## config.mk

```make
export PLATFORM = sky130hd
export DESIGN_NAME = fetch_top
export DESIGN_NICKNAME = d
export VERILOG_FILES = /design/src/design/isa_pkg.sv /design/src/design/fetch_bus_pkg.sv /design/src/design/fetch_cfg.sv /design/src/design/fetch_top.sv /design/src/design/if_stage.sv /design/src/design/imem_port.sv /design/src/design/pc_gen.sv
export SDC_FILE = /design/constraint.sdc
export NUM_CORES = 1
export LEC_CHECK = 0
export ABC_AREA = 1
export BUFFER_PORTS_ARGS = -buffer_cell sky130_fd_sc_hd__buf_2
export CAP_MARGIN = 20
export CELL_PAD_IN_SITES_DETAIL_PLACEMENT = 0
export CELL_PAD_IN_SITES_GLOBAL_PLACEMENT = 1
export CORE_ASPECT_RATIO = 1.1
export CORE_MARGIN = 5
export CORE_UTILIZATION = 41
export DETAILED_ROUTE_END_ITERATION = 8
export PLACE_DENSITY_LB_ADDON = 0.1
export SYNTH_ARGS = -nofsm -noshare
export SYNTH_HDL_FRONTEND = slang
export SYNTH_SLANG_ARGS = --single-unit
```

## constraint.sdc

```tcl
create_clock -name clk -period 6.6 [get_ports clk]
set_clock_uncertainty 0.15 [all_clocks]
set_input_delay 0.33 -clock clk [delete_from_list [all_inputs] [get_ports clk]]
set_output_delay 0.33 -clock clk [all_outputs]
set_load 0.05 [all_outputs]
```

## src/design/isa_pkg.sv

```systemverilog
// ISA constants shared by the fetch path; only the fixed 32-bit word format is supported
// Tag codes follow the instruction bus convention for fault reporting
`default_nettype none

package isa_pkg;

	////////////////////////////////////////////////////////////////////////////
	// Word format
	////////////////////////////////////////////////////////////////////////////

	// Instruction and address width
	localparam int WORD_W = 32;

	// Major opcode field
	localparam int OPC_W = 6;

	// NOP major opcode
	localparam logic [OPC_W-1:0] OPC_NOP = 6'b000101;

	// Idle NOP, issued in place of a discarded or faulted fetch
	localparam logic [WORD_W-1:0] NOP_IDLE = {OPC_NOP, 26'h041_0000};

	////////////////////////////////////////////////////////////////////////////
	// Instruction bus tags
	////////////////////////////////////////////////////////////////////////////

	// Width of the bus tag
	localparam int TAG_W = 4;

	// Translation miss in the ITLB
	localparam logic [TAG_W-1:0] TAG_TLB_MISS = 4'hd;

	// Page protection fault from the IMMU
	localparam logic [TAG_W-1:0] TAG_MMU_FAULT = 4'hc;

	// Plain bus error
	localparam logic [TAG_W-1:0] TAG_BUS_ERR = 4'hb;

endpackage : isa_pkg

`default_nettype wire

```

## src/design/fetch_bus_pkg.sv

```systemverilog
// Structures passed between the fetch blocks, plus the config register map
// Widths are taken from isa_pkg
`default_nettype none

package fetch_bus_pkg;

	////////////////////////////////////////////////////////////////////////////
	// Fetch path records
	////////////////////////////////////////////////////////////////////////////

	// Request from the PC generator, pc is word aligned
	typedef struct packed {
		logic [isa_pkg::WORD_W-1:0] pc;
		logic                       epoch;
	} fetch_req_t;

	// One-cycle response from the bus port
	typedef struct packed {
		logic                       valid;
		logic [isa_pkg::WORD_W-1:0] data;
		logic                       err;
		logic [isa_pkg::TAG_W-1:0]  tag;
		logic [isa_pkg::WORD_W-1:0] pc;
		logic                       epoch;
	} fetch_rsp_t;

	// Decoded fault flags, at most one high
	typedef struct packed {
		logic tlb_miss;
		logic mmu_fault;
		logic bus_err;
	} fetch_fault_t;

	////////////////////////////////////////////////////////////////////////////
	// Config register map
	////////////////////////////////////////////////////////////////////////////

	localparam int CFG_ADDR_W = 2;

	localparam logic [CFG_ADDR_W-1:0] CFG_BOOT   = 2'd0;
	localparam logic [CFG_ADDR_W-1:0] CFG_CTRL   = 2'd1;
	localparam logic [CFG_ADDR_W-1:0] CFG_FAULTS = 2'd2;

endpackage : fetch_bus_pkg

`default_nettype wire

```

## src/design/fetch_cfg.sv

```systemverilog
// Host must keep req high until ack and drop it before the next access
// Fault counter saturates; a write to CFG_FAULTS clears it
`timescale 1ns/10ps
`default_nettype none

module fetch_cfg #(
	parameter logic [isa_pkg::WORD_W-1:0] RESET_VECTOR = '0
) (
	input  wire                                   clk,
	input  wire                                   reset_i,
	input  wire                                   cfg_req_i,
	input  wire                                   cfg_we_i,
	input  wire  [fetch_bus_pkg::CFG_ADDR_W-1:0]  cfg_addr_i,
	input  wire  [isa_pkg::WORD_W-1:0]            cfg_wdata_i,
	output logic                                  cfg_ack_o,
	output logic [isa_pkg::WORD_W-1:0]            cfg_rdata_o,
	input  wire                                   fault_seen_i,
	output logic [isa_pkg::WORD_W-1:0]            boot_vec_o,
	output logic                                  fetch_en_o
);

	logic [isa_pkg::WORD_W-1:0] fault_cnt_q;
	logic                       access;

	// New access only on the first cycle req is seen
	assign access = cfg_req_i & ~cfg_ack_o;

	// Ack follows req by one cycle in both directions
	always_ff @(posedge clk) begin
		if (reset_i) begin
			cfg_ack_o   <= 1'b0;
			boot_vec_o  <= RESET_VECTOR;
			fetch_en_o  <= 1'b0;
			fault_cnt_q <= '0;
		end else begin
			cfg_ack_o <= cfg_req_i;
			if (access && cfg_we_i && cfg_addr_i == fetch_bus_pkg::CFG_BOOT)
				boot_vec_o <= cfg_wdata_i;
			if (access && cfg_we_i && cfg_addr_i == fetch_bus_pkg::CFG_CTRL)
				fetch_en_o <= cfg_wdata_i[0];
			// Clear beats a same-cycle fault
			if (access && cfg_we_i && cfg_addr_i == fetch_bus_pkg::CFG_FAULTS)
				fault_cnt_q <= '0;
			else if (fault_seen_i && fault_cnt_q != '1)
				fault_cnt_q <= fault_cnt_q + 1'b1;
		end
	end

	// Read data captured with the access
	always_ff @(posedge clk) begin
		if (access) begin
			case (cfg_addr_i)
				fetch_bus_pkg::CFG_BOOT:   cfg_rdata_o <= boot_vec_o;
				fetch_bus_pkg::CFG_CTRL:   cfg_rdata_o <= {{(isa_pkg::WORD_W-1){1'b0}}, fetch_en_o};
				fetch_bus_pkg::CFG_FAULTS: cfg_rdata_o <= fault_cnt_q;
				default:                   cfg_rdata_o <= '0;
			endcase
		end
	end

	// Host still holds req when ack comes up
	a_ack_needs_req: assert property (@(posedge clk) disable iff (reset_i)
		$rose(cfg_ack_o) |-> cfg_req_i);

endmodule : fetch_cfg

`default_nettype wire

```

## src/design/fetch_top.sv

```systemverilog
// Fetch subsystem top; the instruction bus allows one outstanding four-phase transfer
// RESET_VECTOR sets the boot register value after reset
`timescale 1ns/10ps
`default_nettype none

module fetch_top #(
	parameter logic [isa_pkg::WORD_W-1:0] RESET_VECTOR = 32'h0000_0100
) (
	input  wire                                   clk,
	input  wire                                   reset_i,
	// Instruction memory bus
	output logic                                  imem_req_o,
	output logic [isa_pkg::WORD_W-1:0]            imem_addr_o,
	input  wire                                   imem_ack_i,
	input  wire  [isa_pkg::WORD_W-1:0]            imem_rdata_i,
	input  wire                                   imem_err_i,
	input  wire  [isa_pkg::TAG_W-1:0]             imem_tag_i,
	// Config port
	input  wire                                   cfg_req_i,
	input  wire                                   cfg_we_i,
	input  wire  [fetch_bus_pkg::CFG_ADDR_W-1:0]  cfg_addr_i,
	input  wire  [isa_pkg::WORD_W-1:0]            cfg_wdata_i,
	output logic                                  cfg_ack_o,
	output logic [isa_pkg::WORD_W-1:0]            cfg_rdata_o,
	// Core side
	input  wire                                   freeze_i,
	input  wire                                   flush_i,
	input  wire  [isa_pkg::WORD_W-1:0]            target_i,
	output logic [isa_pkg::WORD_W-1:0]            insn_o,
	output logic [isa_pkg::WORD_W-1:0]            pc_o,
	output fetch_bus_pkg::fetch_fault_t           fault_o,
	output logic                                  insn_valid_o
);

	logic [isa_pkg::WORD_W-1:0] boot_vec;
	logic                       fetch_en;
	logic                       fault_seen;
	logic                       issue;
	logic                       port_idle;
	logic                       slot_free;
	logic                       epoch;
	fetch_bus_pkg::fetch_req_t  fetch_req;
	fetch_bus_pkg::fetch_rsp_t  fetch_rsp;

	fetch_cfg #(
		.RESET_VECTOR (RESET_VECTOR)
	) fetch_cfg_inst (
		.clk, .reset_i,
		.cfg_req_i, .cfg_we_i, .cfg_addr_i, .cfg_wdata_i, .cfg_ack_o, .cfg_rdata_o,
		.fault_seen_i (fault_seen),
		.boot_vec_o   (boot_vec),
		.fetch_en_o   (fetch_en)
	);

	pc_gen pc_gen_inst (
		.clk, .reset_i,
		.boot_vec_i (boot_vec), .fetch_en_i (fetch_en),
		.flush_i, .target_i,
		.port_idle_i (port_idle), .slot_free_i (slot_free),
		.issue_o (issue), .req_o (fetch_req), .epoch_o (epoch)
	);

	imem_port imem_port_inst (
		.clk, .reset_i,
		.issue_i (issue), .req_i (fetch_req), .idle_o (port_idle),
		.imem_req_o, .imem_addr_o, .imem_ack_i, .imem_rdata_i, .imem_err_i, .imem_tag_i,
		.rsp_o (fetch_rsp)
	);

	if_stage if_stage_inst (
		.clk, .reset_i,
		.rsp_i (fetch_rsp), .epoch_i (epoch),
		.freeze_i, .flush_i,
		.insn_o, .pc_o, .fault_o, .insn_valid_o,
		.slot_free_o (slot_free), .fault_seen_o (fault_seen)
	);

endmodule : fetch_top

`default_nettype wire

```

## src/design/if_stage.sv

```systemverilog
// Holds at most one word under freeze; the PC generator must not issue while it is held
// Responses from a stale epoch or in a flush cycle are dropped
`timescale 1ns/10ps
`default_nettype none

module if_stage (
	input  wire                              clk,
	input  wire                              reset_i,
	input  fetch_bus_pkg::fetch_rsp_t        rsp_i,
	input  wire                              epoch_i,
	input  wire                              freeze_i,
	input  wire                              flush_i,
	output logic [isa_pkg::WORD_W-1:0]       insn_o,
	output logic [isa_pkg::WORD_W-1:0]       pc_o,
	output fetch_bus_pkg::fetch_fault_t      fault_o,
	output logic                             insn_valid_o,
	output logic                             slot_free_o,
	output logic                             fault_seen_o
);

	logic                        live;
	logic                        save;
	logic                        saved_q;
	logic [isa_pkg::WORD_W-1:0]  live_insn;
	logic [isa_pkg::WORD_W-1:0]  insn_saved_q;
	logic [isa_pkg::WORD_W-1:0]  pc_saved_q;
	fetch_bus_pkg::fetch_fault_t live_fault;
	fetch_bus_pkg::fetch_fault_t fault_saved_q;
	fetch_bus_pkg::fetch_fault_t sel_fault;

	////////////////////////////////////////////////////////////////////////////
	// Incoming response
	////////////////////////////////////////////////////////////////////////////

	// Current-path response only
	assign live = rsp_i.valid & (rsp_i.epoch == epoch_i) & ~flush_i;

	// Fault flags from the bus tag
	assign live_fault = '{
		tlb_miss:  rsp_i.err & (rsp_i.tag == isa_pkg::TAG_TLB_MISS),
		mmu_fault: rsp_i.err & (rsp_i.tag == isa_pkg::TAG_MMU_FAULT),
		bus_err:   rsp_i.err & (rsp_i.tag == isa_pkg::TAG_BUS_ERR)
	};

	// Faulted word never reaches decode as data
	assign live_insn = rsp_i.err ? isa_pkg::NOP_IDLE : rsp_i.data;

	// Capture when decode is frozen
	assign save = live & freeze_i & ~saved_q;

	////////////////////////////////////////////////////////////////////////////
	// Save register
	////////////////////////////////////////////////////////////////////////////

	always_ff @(posedge clk) begin
		if (reset_i)
			saved_q <= 1'b0;
		else if (flush_i)
			saved_q <= 1'b0;
		else if (save)
			saved_q <= 1'b1;
		else if (!freeze_i)
			saved_q <= 1'b0;
	end

	always_ff @(posedge clk) begin
		if (save) begin
			insn_saved_q  <= live_insn;
			pc_saved_q    <= rsp_i.pc;
			fault_saved_q <= live_fault;
		end
	end

	////////////////////////////////////////////////////////////////////////////
	// Decode side
	////////////////////////////////////////////////////////////////////////////

	assign insn_valid_o = ~flush_i & (saved_q | live);
	assign insn_o       = saved_q ? insn_saved_q : live_insn;
	assign pc_o         = saved_q ? pc_saved_q : rsp_i.pc;
	assign sel_fault    = saved_q ? fault_saved_q : live_fault;

	// Flags only beside a valid word
	assign fault_o = insn_valid_o ? sel_fault : '0;

	// One pulse per faulted word actually taken
	assign fault_seen_o = insn_valid_o & ~freeze_i & (|fault_o);

	// Nothing pending and nothing held
	assign slot_free_o = ~saved_q & ~rsp_i.valid;

	// Held word stays put until freeze falls or a flush drops it
	a_hold_stable: assert property (@(posedge clk) disable iff (reset_i)
		insn_valid_o && freeze_i |=> flush_i || (insn_valid_o && $stable(insn_o)
			&& $stable(pc_o) && $stable(fault_o)));

	// Every bus error maps to exactly one flag
	a_fault_onehot: assert property (@(posedge clk) disable iff (reset_i)
		rsp_i.valid && rsp_i.err |-> $onehot(live_fault));

	// Old path is gone by the cycle after a flush
	a_flush_quiet: assert property (@(posedge clk) disable iff (reset_i)
		flush_i |=> !insn_valid_o);

endmodule : if_stage

`default_nettype wire

```

## src/design/imem_port.sv

```systemverilog
// Four-phase master, one transfer at a time; memory must hold ack until req falls
// Response is a one-cycle pulse one cycle after ack is sampled high
`timescale 1ns/10ps
`default_nettype none

module imem_port (
	input  wire                              clk,
	input  wire                              reset_i,
	input  wire                              issue_i,
	input  fetch_bus_pkg::fetch_req_t        req_i,
	output logic                             idle_o,
	output logic                             imem_req_o,
	output logic [isa_pkg::WORD_W-1:0]       imem_addr_o,
	input  wire                              imem_ack_i,
	input  wire  [isa_pkg::WORD_W-1:0]       imem_rdata_i,
	input  wire                              imem_err_i,
	input  wire  [isa_pkg::TAG_W-1:0]        imem_tag_i,
	output fetch_bus_pkg::fetch_rsp_t        rsp_o
);

	typedef enum logic [1:0] {
		ST_IDLE,
		ST_REQ,
		ST_ACK_LOW
	} state_e;

	state_e                     state_q;
	fetch_bus_pkg::fetch_req_t  req_q;
	logic                       rsp_valid_q;
	logic [isa_pkg::WORD_W-1:0] rdata_q;
	logic                       err_q;
	logic [isa_pkg::TAG_W-1:0]  tag_q;
	logic                       start;
	logic                       capture;

	// Free once ack has fallen, so back-to-back starts are possible
	assign idle_o  = (state_q == ST_IDLE) | ((state_q == ST_ACK_LOW) & ~imem_ack_i);
	assign start   = issue_i & idle_o;
	assign capture = (state_q == ST_REQ) & imem_ack_i;

	////////////////////////////////////////////////////////////////////////////
	// Handshake FSM
	////////////////////////////////////////////////////////////////////////////

	always_ff @(posedge clk) begin
		if (reset_i) begin
			state_q     <= ST_IDLE;
			rsp_valid_q <= 1'b0;
		end else begin
			rsp_valid_q <= capture;
			case (state_q)
				ST_IDLE:    if (start) state_q <= ST_REQ;
				ST_REQ:     if (imem_ack_i) state_q <= ST_ACK_LOW;
				// Wait for the fourth phase
				ST_ACK_LOW: if (!imem_ack_i) state_q <= start ? ST_REQ : ST_IDLE;
				default:    state_q <= ST_IDLE;
			endcase
		end
	end

	// Request record and read data
	always_ff @(posedge clk) begin
		if (start)
			req_q <= req_i;
		if (capture) begin
			rdata_q <= imem_rdata_i;
			err_q   <= imem_err_i;
			tag_q   <= imem_tag_i;
		end
	end

	assign imem_req_o  = (state_q == ST_REQ);
	assign imem_addr_o = req_q.pc;

	// Response tagged with the pc and epoch it was issued under
	assign rsp_o = '{valid: rsp_valid_q, data: rdata_q, err: err_q, tag: tag_q,
		pc: req_q.pc, epoch: req_q.epoch};

	// Address held for the whole request phase
	a_addr_stable: assert property (@(posedge clk) disable iff (reset_i)
		imem_req_o && $past(imem_req_o) |-> $stable(imem_addr_o));

	// No new request while memory still acks the last one
	a_no_req_in_ack: assert property (@(posedge clk) disable iff (reset_i)
		$rose(imem_req_o) |-> !$past(imem_ack_i));

endmodule : imem_port

`default_nettype wire

```

## src/design/pc_gen.sv

```systemverilog
// One fetch in flight at most; issue waits for an idle port and a free fetch slot
// Boot vector and flush target are forced to word alignment
`timescale 1ns/10ps
`default_nettype none

module pc_gen (
	input  wire                              clk,
	input  wire                              reset_i,
	input  wire  [isa_pkg::WORD_W-1:0]       boot_vec_i,
	input  wire                              fetch_en_i,
	input  wire                              flush_i,
	input  wire  [isa_pkg::WORD_W-1:0]       target_i,
	input  wire                              port_idle_i,
	input  wire                              slot_free_i,
	output logic                             issue_o,
	output fetch_bus_pkg::fetch_req_t        req_o,
	output logic                             epoch_o
);

	logic [isa_pkg::WORD_W-1:0] pc_q;
	logic                       en_d_q;
	logic                       en_rise;
	logic                       used_q;

	////////////////////////////////////////////////////////////////////////////
	// Issue decision
	////////////////////////////////////////////////////////////////////////////

	// Enable edge, boot vector goes in this cycle
	assign en_rise = fetch_en_i & ~en_d_q;

	// No issue while the PC is being reloaded
	assign issue_o = fetch_en_i & ~en_rise & ~flush_i & port_idle_i & slot_free_i;

	assign req_o   = '{pc: pc_q, epoch: epoch_o};

	////////////////////////////////////////////////////////////////////////////
	// PC and epoch
	////////////////////////////////////////////////////////////////////////////

	always_ff @(posedge clk) begin
		if (reset_i) begin
			pc_q    <= '0;
			epoch_o <= 1'b0;
			en_d_q  <= 1'b0;
			used_q  <= 1'b0;
		end else begin
			en_d_q <= fetch_en_i;
			// Flush redirects the PC
			// Epoch moves only if a fetch went out under it, so an older stale fetch never matches
			if (flush_i) begin
				pc_q    <= {target_i[isa_pkg::WORD_W-1:2], 2'b00};
				epoch_o <= epoch_o ^ used_q;
				used_q  <= 1'b0;
			end else if (en_rise) begin
				pc_q <= {boot_vec_i[isa_pkg::WORD_W-1:2], 2'b00};
			end else if (issue_o) begin
				pc_q   <= pc_q + 'd4;
				used_q <= 1'b1;
			end
		end
	end

	// Issue only to an idle port, which is busy the cycle after
	a_issue_idle: assert property (@(posedge clk) disable iff (reset_i)
		issue_o |-> port_idle_i ##1 !port_idle_i);

endmodule : pc_gen

`default_nettype wire

```

==> results.md, run 1 <==
* Max_cap viols at 0
* M1 GR Usage at 28.84%
* # diodes at 0
* Critical R2R Launch: fetch_cfg_inst.fetch_en_o$_SDFFE_PP0P_
* Worst skew pair latency at ~540 ps
* Final core utilization at 50.99%
* Max Fclk at 318.3 MHz
* Core area at 0.03131 mm^2
* Yosys warnings at 0
* Post_cts resized at 0
* Pre-CTS WS at ~3400 ps
* Area added between synthesis and finish at 23.39%
* Slew headroom at between 40% and 50%
* Hold WC Path Type: in2reg
* Met2 global-route usage at 34.66%
* Cell count along the critical path at 9
* CTS clk-pin slew, worst paths at 60 ps
* Die width at 179.4 um
* DRT antenna net count at 0
* GRT overflow at 0
* Routed WL per cell at 16.50 um
* Post-route cell area at ~0.016 mm^2
* Setup WS post-layout at 3459 ps
* HPWL Detailed at 26930 um
* GRT Overall Usage at roughly a fifth
* Synth Area in Adders at less than 1%
* Count of unique library cells instantiated by Yosys at 35
* Critical setup path kind: reg2reg
* Post-synthesis compound-gate area fraction at 7.649%
* Most frequent cells in the layout: 528 x nand2_1, 237 x buf_2, 219 x nor2_1
* CP required at just under 7000 ps
* IO buf count at 237
* CP peak stage delay at 710 ps
* Syn avg cell area at 8.031 um^2
* Pwr per Cell Area at 228.4 mW/mm^2
* Final period utilization at between 40% and 50%
* Max clock buf depth at 3
* Synth Flop Type: edfxtp_1
* TritonCTS buffer count at 28
* Fill count at 3135
* Row cnt at 68
* # IOs at ~240
* Via count at 11165
* Crit Path Max Fanout at 48
* GR Util met3 at 3.218%
* Worst-path cell chain: nand2_1, buf_4, inv_1, nor2_1, nand2_1, inv_2, nor2_1, nand2_1, a21oi_1
* Worst Hold Depth at 5
* Worst vdd ir at 0.2125 mV
* FF+latch count, synth at 268
* Fin crit period at 3141 ps
* Worst-case reg-to-reg path depth at 9
* Vias in the first global route at 10552
* DRC at 0
* Largest family of logic cells by synthesized area: simple AND/OR/NAND/NOR gates
* Placed cell area at 0.01421 mm^2
* Worst EP arrival at 3400 ps
* Setup Viol. Count Final at 0
* Root buffer cell: clkbuf_16
* Critical path launch point type: flip-flop
* Total Routed Length at around 38000 um
* H-tree Lvls at 1
* Layout cells sized above 1 at 17.83%
* Worst-Margin Slew at 881.6 ps
* Layout net count at 1986
* Worst Path Buf+Inv at 3
* RSZ-0062 raised after global routing: no
* Slew Viols, Final at 0
* Register area share after synthesis at between 50% and 60%
* Outcome: completed
* Static leakage at 6.685 nW
* DIE HEIGHT at just under 200 um
* First-pass GRT wire length at 58140 um
* Post-synth EDFFs at approximately 170
* Crit-path leading delay family: buffers and inverters
* Hold Violations, Final at 0
* Die area at approximately 0.035 mm^2
* GRT Max-Usage Layer: met2
* Starting density of the core at ~41%
* Commonest non-fill, non-tap cell in the layout: nand2_1
* Iteration-0 DRC Markers at 632
* Syn Std Cell Area at 0.01294 mm^2
* Initial antenna violation count at 0
* Largest net degree at the start of global routing at 68
* Hold_sp: target_i[26]
* Worst path most repeated cell: nand2_1
* Post-CTS Setup Bufs at 0
* Crit. End Element: flip-flop
* Via-per-instance ratio at 4.821
* Drt first pass iters at 5
* Xor/xnor share of the synthesized area at 1.015%
* Crit path launch: fetch_cfg_inst.fetch_en_o$_SDFFE_PP0P_
* Setup_tns at 0 ps
* # hold bufs at CTS at between 80 and 90
* # clock sinks at 268
* Mapped Cells at 1611
* Post-Synth Simple-Gate Area at 28.03%
* CP max-delay cell: inv_2
* Synth async-reset ratio at 0%
* Worst hold slack at 20.36 ps
* Routability congestion estimate at 0.8765
* Mux share of post-synthesis cell area at 0%
* CTS tree: done
==> area by class of cell <==
type | instances | area [um^2] | share of cell area (%)
inverters | 149 | 559.3 | 3.503
well taps | 420 | 525.5 | 3.292
flip-flops and latches | 268 | 7018 | 43.96
clock inverters | 17 | 158.9 | 0.9953
repair buffers | 335 | 2160 | 13.53
multi-input cells | 1092 | 4796 | 30.04
clock buffers | 35 | 748.2 | 4.687
==> path summary, 6_finish.rpt <==
kind	slack [ps]	endpoint
hold / removal	20	pc_gen_inst.pc_q[26]$_SDFFE_PP0P_
hold reg to reg	330	if_stage_inst.pc_saved_q[22]$_DFFE_PP_
setup reg to reg	3460	pc_gen_inst.pc_q[16]$_SDFFE_PP0P_
setup / recovery	3460	pc_gen_inst.pc_q[16]$_SDFFE_PP0P_
==> Yosys cell counts, types with 5 or more instances <==
master	instances	area (um^2)
a21oi_1	85	425.4
buf_1	7	26.28
buf_2	15	75.07
buf_4	36	270.3
buf_6	5	56.30
clkbuf_1	42	157.7
dfxtp_1	103	2062
edfxtp_1	165	4955
inv_1	134	503.0
inv_2	13	48.80
nand2_1	528	1982
nand2_2	11	68.82
nand3_1	46	230.2
nand3b_1	7	52.55
nand4_1	39	244.0
nor2_1	220	825.8
nor2_2	5	31.28
nor2_4	5	56.30
nor3_1	10	50.05
o211ai_1	8	60.06
o21ai_0	68	340.3
o21ai_1	10	50.05
o22ai_1	10	62.56
or2_2	5	31.28
xor2_1	13	113.9
==> where the power goes <==
part	internal, mW	leakage (nW)	switching [mW]
combinational	0.0971	3.88	0.158
clock	0.917	0.436	0.645
sequential	1.80	2.37	0.0326
total	2.81	6.68	0.835
==> metrics by stage <==
stage / cells / power, mW
after floorplan: 1614 / 1.989
after global placement: 2180 / 2.080
after detailed placement: 2181 / 2.081
after CTS: 2315 / 3.690
after global routing: 2316 / 3.790
final: 2316 / 3.647
==> worst min-delay path: stages <==
cell	delay [ps]
buf_2	90
nor2_1	90
nor2_1	50
nand2_1	60
a21oi_1	50
==> per-layer routing <==
metal  up-vias  part of all wire (%)  wire (um)
li1       5701                     -          -
met1      5119                    45      17330
met2       296                    46      17620
met3        49                   6.0       2306
met4         0                   2.5        949
met5         -                     0          0
==> cell families after synthesis <==
kind of cell             Yosys count
AND/OR/NAND/NOR                  883
XOR/XNOR                          15
buffers and inverters            254
AO/OA/AOI/OAI                    188
flip-flops                       268
adder cells (fa/ha/maj)            2
other                              1
==> registers in the layout, indices dropped and copies added, names as in the netlist <==
signal                       count
fetch_cfg_inst.cfg_rdata_o      32
imem_port_inst.rsp_o             1
fetch_cfg_inst.fault_cnt_q      32
imem_port_inst.state_q           2
imem_port_inst.rsp_valid_q       1
pc_gen_inst.epoch_o              1
if_stage_inst.fault_saved_q      3
pc_gen_inst.en_d_q               1
imem_port_inst.imem_addr_o      30
pc_gen_inst.used_q               1
if_stage_inst.saved_q            1
fetch_cfg_inst.boot_vec_o       32
imem_port_inst.rdata_q          32
fetch_cfg_inst.fetch_en_o        1
fetch_cfg_inst.cfg_ack_o         1
imem_port_inst.tag_q             4
imem_port_inst.err_q             1
if_stage_inst.pc_saved_q        30
if_stage_inst.insn_saved_q      32
pc_gen_inst.pc_q                30
(Power assumes the default switching activity.)
==> run 2, diff against run 1 <==
--- a/config.mk
+++ b/config.mk
@@ -5,14 +5,14 @@
 export SDC_FILE = /design/constraint.sdc
 export NUM_CORES = 1
 export LEC_CHECK = 0
-export ABC_AREA = 1
+export ABC_AREA = 0
 export BUFFER_PORTS_ARGS = -buffer_cell sky130_fd_sc_hd__buf_2
 export CAP_MARGIN = 20
 export CELL_PAD_IN_SITES_DETAIL_PLACEMENT = 0
 export CELL_PAD_IN_SITES_GLOBAL_PLACEMENT = 1
 export CORE_ASPECT_RATIO = 1.1
 export CORE_MARGIN = 5
-export CORE_UTILIZATION = 41
+export CORE_UTILIZATION = 39
 export DETAILED_ROUTE_END_ITERATION = 8
 export PLACE_DENSITY_LB_ADDON = 0.1
 export SYNTH_ARGS = -nofsm -noshare
==> constraint.sdc (replaced) <==
create_clock -name clk -period 2.6 [get_ports clk]
set_clock_uncertainty 0.15 [all_clocks]
set_input_delay 0.13 -clock clk [delete_from_list [all_inputs] [get_ports clk]]
set_output_delay 0.13 -clock clk [all_outputs]
set_load 0.05 [all_outputs]
==> run 2 against run 1 <==
  * Highest routed layer unchanged
  * Worst setup slack got worse by 3200 ps
  * Global-route usage decreased by 1.0 points
  * Utilization increased by 1.2 points
  * Sequential share of layout area about the same
  * Fmax increased by 32%
  * Sequential power increased to 2.5 times the previous value
  * Register-to-register slack got worse by 3200 ps
  * First-iteration DRC count increased by 1.6%
  * Critical endpoint is now pc_gen_inst.pc_q[31]$_SDFFE_PP0P_
  * Largest cell class unchanged
==> results.md, run 2 <==
* Setup Viol. Count Final at 0
* First-pass GRT wire length at 55720 um
* Iteration-0 DRC Markers at around 640
* Area added between synthesis and finish at 31.38%
* Yosys warnings at 0
* Most frequent cells in the layout: 237 x buf_2, 165 x edfxtp_1, 115 x dlygate4sd3_1
* Post-synth EDFFs at 165
* TritonCTS buffer count at 29
* Crit Path Max Fanout at 12
* # IOs at 244
* Worst skew pair latency at approximately 540 ps
* # clock sinks at about 270
* Vias in the first global route at roughly 9700
* Slew headroom at 55.67%
* Core area at between 0.03 and 0.04 mm^2
* Register area share after synthesis at between 50% and 60%
* Largest net degree at the start of global routing at 66
* Worst-Margin Slew at ~660 ps
* Syn Std Cell Area at around 0.012 mm^2
* Layout net count at 1553
* DIE HEIGHT at 195.2 um
* Synth area leaders: edfxtp_1 41%, dfxtp_1 17%, mux2_2 5.7%, a21oi_1 3.7%, nand2_1 3.5%
* GRT Overall Usage at 19.93%
* Routed WL per cell at 19.02 um
* Crit. End Element: flip-flop
* Final period utilization at about 92%
* Hold Violations, Final at 0
* Yosys top cell area share at 40.73%
* Post-CTS Setup Bufs at 0
* Critical setup path kind: reg2reg
* Routability congestion estimate at 0.8680
* CTS clk-pin slew, worst paths at about 70 ps
* Pre-CTS WS at 191.9 ps
* Worst vdd ir at between 0.4 and 0.5 mV
* CTS tree: done
* H-tree Lvls at 1
* Static leakage at 5.999 nW
* Max Fclk at 419.8 MHz
* Post-route cell area at 0.01598 mm^2
* Pwr per Cell Area at 593.7 mW/mm^2
* Via-per-instance ratio at 5.185
* Initial antenna violation count at 1
* Die width at 178.4 um
* Hold WC Path Type: in2reg
* Syn avg cell area at ~11 um^2
* Starting density of the core at approximately 40%
* Fin crit period at 2382 ps
* IO buf count at 237
* DRC at 0
* Row cnt at 67
* Total Routed Length at 35670 um
* Max_cap viols at 0
* Die area at approximately 0.035 mm^2
* Count of unique library cells instantiated by Yosys at 62
* Max clock buf depth at 3
* Mapped Cells at 1105
* Commonest non-fill, non-tap cell in the layout: buf_2
* HPWL Detailed at 25370 um
* Via count at 9721
* Most common cell in the netlist: edfxtp_1
* FF+latch count, synth at 268
* Worst EP arrival at 2710 ps
* Synth cell count leaders: 165 x edfxtp_1, 112 x nand2_1, 103 x dfxtp_1, 91 x a21oi_1, 81 x nor2_1
* GRT overflow at 0
* Layout cells sized above 1 at 28.49%
* Drt first pass iters at 5
* Worst hold slack at 52.26 ps
* Root buffer cell: clkbuf_16
* RSZ-0062 raised after global routing: no
* Setup WS post-layout at roughly 220 ps
* Slew Viols, Final at 0
* Placed cell area at 0.01386 mm^2
* Critical path launch point type: flip-flop
* Area leader, netlist: edfxtp_1
* Setup_tns at 0 ps
* CP required at 2930 ps
* Outcome: completed
* DRT antenna net count at 0
* Synth async-reset ratio at 0%
* Final core utilization at 52.23%
* Synth Flop Type: edfxtp_1
-- run 2: cell types whose count changed after synthesis, moves of 23 or more --
cell | before | now
mux2i_1 | 0 | 41
nor2b_1 | 0 | 34
inv_1 | 134 | 10
nand2_1 | 528 | 112
nor2_1 | 220 | 81
o21ai_0 | 68 | 25
o31ai_1 | 0 | 23
mux2_2 | 0 | 62
-- run 2: cells by family after synthesis --
group	count (synthesis)	share of synthesized area, %
simple gates	399	16.92
flops	268	57.68
compound gates	209	10.75
buf+inv	115	4.731
mux	103	9.112
xor+xnor	8	0.5760
fa+ha+maj	2	0.2057
other cells	1	0.03083
-- run 2: where the power goes --
part           internal [mW]  total (mW)  switching, mW
registers               4.55        4.61         0.0568
logic                  0.293       0.666          0.374
clock network           2.55        4.22           1.66
-- run 2: worst paths after layout --
check / to / slack, ps / depth (start not counted) / start
min reg2reg: pc_gen_inst.used_q$_SDFFE_PP0P_ / 320 / 1 / pc_gen_inst.used_q$_SDFFE_PP0P_
min: pc_gen_inst.pc_q[25]$_SDFFE_PP0P_ / 50 / 5 / target_i[25]
max reg2reg: pc_gen_inst.pc_q[31]$_SDFFE_PP0P_ / 220 / 6 / fetch_cfg_inst.fetch_en_o$_SDFFE_PP0P_
max: pc_gen_inst.pc_q[31]$_SDFFE_PP0P_ / 220 / 6 / fetch_cfg_inst.fetch_en_o$_SDFFE_PP0P_
-- run 2: layout make-up --
type,count,area (um^2)
diodes,1,2.502
clock buffers,38,802.0
clock inverters,12,165.2
fillers,2789,14620
inverters,12,45.04
multi-input cells,725,4622
flip-flops and latches,268,7018
well taps,414,518.0
repair buffers,405,2810
-- run 2: what timing repair did --
item	CTS	global route
hold buffers	115	0
gates resized for setup	0	1
hold endpoints to repair	132	0
endpoints found under the setup margin	0	1
-- run 2: per-stage QoR --
stage               instances  power [mW]
global placement         1709       5.230
CTS                      1874       9.617
detailed placement       1709       5.233
floorplan                1108       4.996
global route             1875       9.836
finish                   1875       9.488
-- run 2: metal layers --
layer / vias to the layer above / part of all wire, % / wire length (um) / global-route usage, %
li1: 4768 / - / - / -
met1: 4638 / 45 / 15940 / 28.05
met2: 267 / 48 / 17010 / 32.93
met3: 48 / 5.4 / 1913 / 2.127
met4: 0 / 2.3 / 805 / 5.118
met5: - / 0 / 0 / 0
-- run 2: worst max-delay path, cell delays in order (launching register included) --
cell and delay (ps):
dfxtp_1 460, nor2b_2 540, buf_4 250, and3_1 150
a21oi_1 50, dlygate4sd3_1 600, a21oi_1 120
==> run 3, diff against run 2 <==
--- a/config.mk
+++ b/config.mk
@@ -6,6 +6,7 @@
 export NUM_CORES = 1
 export LEC_CHECK = 0
 export ABC_AREA = 0
+export ABC_CLOCK_PERIOD_IN_PS = 2600
 export BUFFER_PORTS_ARGS = -buffer_cell sky130_fd_sc_hd__buf_2
 export CAP_MARGIN = 20
 export CELL_PAD_IN_SITES_DETAIL_PLACEMENT = 0
@@ -15,6 +16,7 @@
 export CORE_UTILIZATION = 39
 export DETAILED_ROUTE_END_ITERATION = 8
 export PLACE_DENSITY_LB_ADDON = 0.1
+export SETUP_SLACK_MARGIN = 0.4
 export SYNTH_ARGS = -nofsm -noshare
 export SYNTH_HDL_FRONTEND = slang
 export SYNTH_SLANG_ARGS = --single-unit
==> run 3 against run 2 <==
  * Hold slack about the same
  * Largest power group unchanged
  * Largest cell class unchanged
  * Die area unchanged
  * Design area increased by 6.4%
  * Utilization increased by 3.4 points
  * Count of clock-buffer cells in the layout decreased by 1
  * Critical path type is now reg2out
  * Critical path depth decreased by 1
  * Total power decreased by 2.2%
  * Combinational power increased by 1%
  * First-iteration DRC count decreased by 5.0%
==> results.md, run 3 (synthesis results as in run 2) <==
* # diodes at 0
* First-pass GRT wire length at 55370 um
* Pwr per Cell Area at 545.7 mW/mm^2
* Core area at 0.03060 mm^2
* Commonest non-fill, non-tap cell in the layout: buf_2
* CP required at 2320 ps
* Layout net count at 1604
* Routed WL per cell at 19.39 um
* Crit Path Max Fanout at 16
* P_int at 7.200 mW
* Worst path most repeated cell: buf_4
* Worst-path cell chain: buf_4, bufbuf_16, nor2b_1, mux2_2, buf_4
* Critical setup path kind: reg2out
* CP max-delay cell: edfxtp_1
* Row cnt at 67
* H-tree Lvls at 1
* Static leakage at 6.496 nW
* Total Routed Length at 37390 um
* Reg power frac at between 40 and 50%
* Setup Viol. Count Final at 0
* GRT Overall Usage at 19.96%
* Worst-Margin Slew at 622.7 ps
* Outcome: completed
* Drt first pass iters at 5
* Crit-path leading delay family: buffers and inverters
* Most frequent cells in the layout: 204 x buf_2, 165 x edfxtp_1, 113 x dlygate4sd3_1
* DRT antenna net count at 0
* GRT overflow at 0
* Crit. End Element: output pin
* Fill count at roughly 2700
* Routability congestion estimate at 0.8776
* Largest net degree at the start of global routing at 66
* # clock sinks at 268
* Die area at 0.03483 mm^2
* Slew headroom at 58.48%
* Iteration-0 DRC Markers at 610
* DIE HEIGHT at 195.2 um
* Multi-input combinational cell area at 0.004916 mm^2
* FF+latch area at 0.007058 mm^2
* Vias in the first global route at 9608
* Via-per-instance ratio at about 5.2
* Final period utilization at 86.32%
* Clock power share at 43.2%
* RSZ-0062 raised after global routing: yes
* Hold Violations, Final at 0
* CTS tree: done
* Critical path launch point type: flip-flop
* Inst Count DP at 1716
* Placed cell area at approximately 0.014 mm^2
* Max_cap viols at 0
* Area added between synthesis and finish at 39.83%
* DRC at 0
* CP peak stage delay at between 400 and 500 ps
* Die width at 178.4 um
* Layout cells sized above 1 at 34.54%
* Max Fclk at 445.5 MHz
* Max clock buf depth at 3
* Worst Path Buf+Inv at 3
* Slew Viols, Final at 0
* # IOs at around 240
* Root buffer cell: clkbuf_16
* Sw Pwr at 2.083 mW
* CTS clk-pin slew, worst paths at 60 ps
* Hold WC Path Type: in2reg
* Starting density of the core at about two fifths
* Worst skew pair latency at 540 ps
* Fin crit period at 2244 ps
* IO buf count at 237
* Via count at 10082
* Switching share of power at 22.44%
* Combinational power share at ~7.3%
* Worst vdd ir at 0.4025 mV
* TritonCTS buffer count at 29
* Worst EP arrival at 1960 ps
* Fin cells at 1928
* Post-route cell area at 0.01701 mm^2
* HPWL Detailed at roughly 25000 um
* Initial antenna violation count at 0
-- run 3: changes by cell type in the layout (fill, tap and decap cells not counted), sizes merged --
cell,before,now
dlygate4sd3,115,113
bufbuf,0,1
buf,290,338
clkbuf,38,41
diode,1,0
clkinvlp,3,0
clkinv,7,14
bufinv,4,3
inv,10,11
-- run 3: final timing paths --
kind                                                   from                                          to  slack, ps  depth (start not counted)
hold / removal                                 target_i[25]           pc_gen_inst.pc_q[25]$_SDFFE_PP0P_         50                          5
setup / recovery             imem_port_inst.err_q$_DFFE_PP_                                  insn_o[30]        360                          5
setup reg to reg             imem_port_inst.err_q$_DFFE_PP_  fetch_cfg_inst.fault_cnt_q[9]$_SDFFE_PP0P_        370                          8
hold reg to reg   fetch_cfg_inst.boot_vec_o[1]$_SDFFE_PP0P_   fetch_cfg_inst.boot_vec_o[1]$_SDFFE_PP0P_        310                          2
-- run 3: power by group through the flow --
stage               Clock [mW]  Sequential (mW)  Combinational [mW]
CTS                       4.12             4.60               0.670
global placement             0             4.69               0.539
detailed placement           0             4.70               0.537
global route              4.31             4.60               0.727
floorplan                    0             4.76               0.235
finish                    4.01             4.60               0.675
-- run 3: through the flow --
step / TNS [ps] / util [%] / setup WS, ps / power, mW / hold WS, ps
3_5_place_dp: 0 / 45.39 / 260.9 / 5.232 / 158.4
3_3_place_gp: 0 / 45.39 / 270.4 / 5.234 / 157.3
6_report: 0 / 55.60 / 355.6 / 9.283 / 51.80
4_1_cts: 0 / 52.97 / 353.4 / 9.398 / 24.00
2_1_floorplan: -50390 / - / -775.2 / 4.997 / 78.87
5_1_grt: 0 / 55.60 / 248.0 / 9.643 / 95.44
-- run 3: worst register-to-register path, delay by kind of cell (launching register included) --
family                 cells  cell delay [ps]
AOI/OAI and AO/OA          2              350
and+or+nand+nor            3              770
buffers and inverters      3              460
DFF                        1              430
-- run 3: cell type report --
class | instances | share of cell area [%]
clock buffers | 37 | 4.501
clock inverters | 16 | 0.8826
inverters | 12 | 0.2648
multi-input cells | 725 | 28.90
flip-flops and latches | 268 | 41.49
well taps | 414 | 3.045
repair buffers | 456 | 20.92
-- run 3: repair_timing --
action                                  4_1_cts  5_1_grt
endpoints found under the setup margin       88       84
endpoints found under the hold margin       128        0
pin swaps                                     5       33
buffers inserted                              7       32
hold buffers                                113        0
gates cloned                                  1        6
resized for setup                            58      141
-- run 3: metal layers --
metal | global-route usage, % | wire length, um | vias up
li1 | - | - | 4886
met1 | 27.62 | 16120 | 4861
met2 | 33.91 | 18700 | 298
met3 | 2.611 | 2046 | 37
met4 | 3.583 | 519 | 0
met5 | 0 | 0 | -
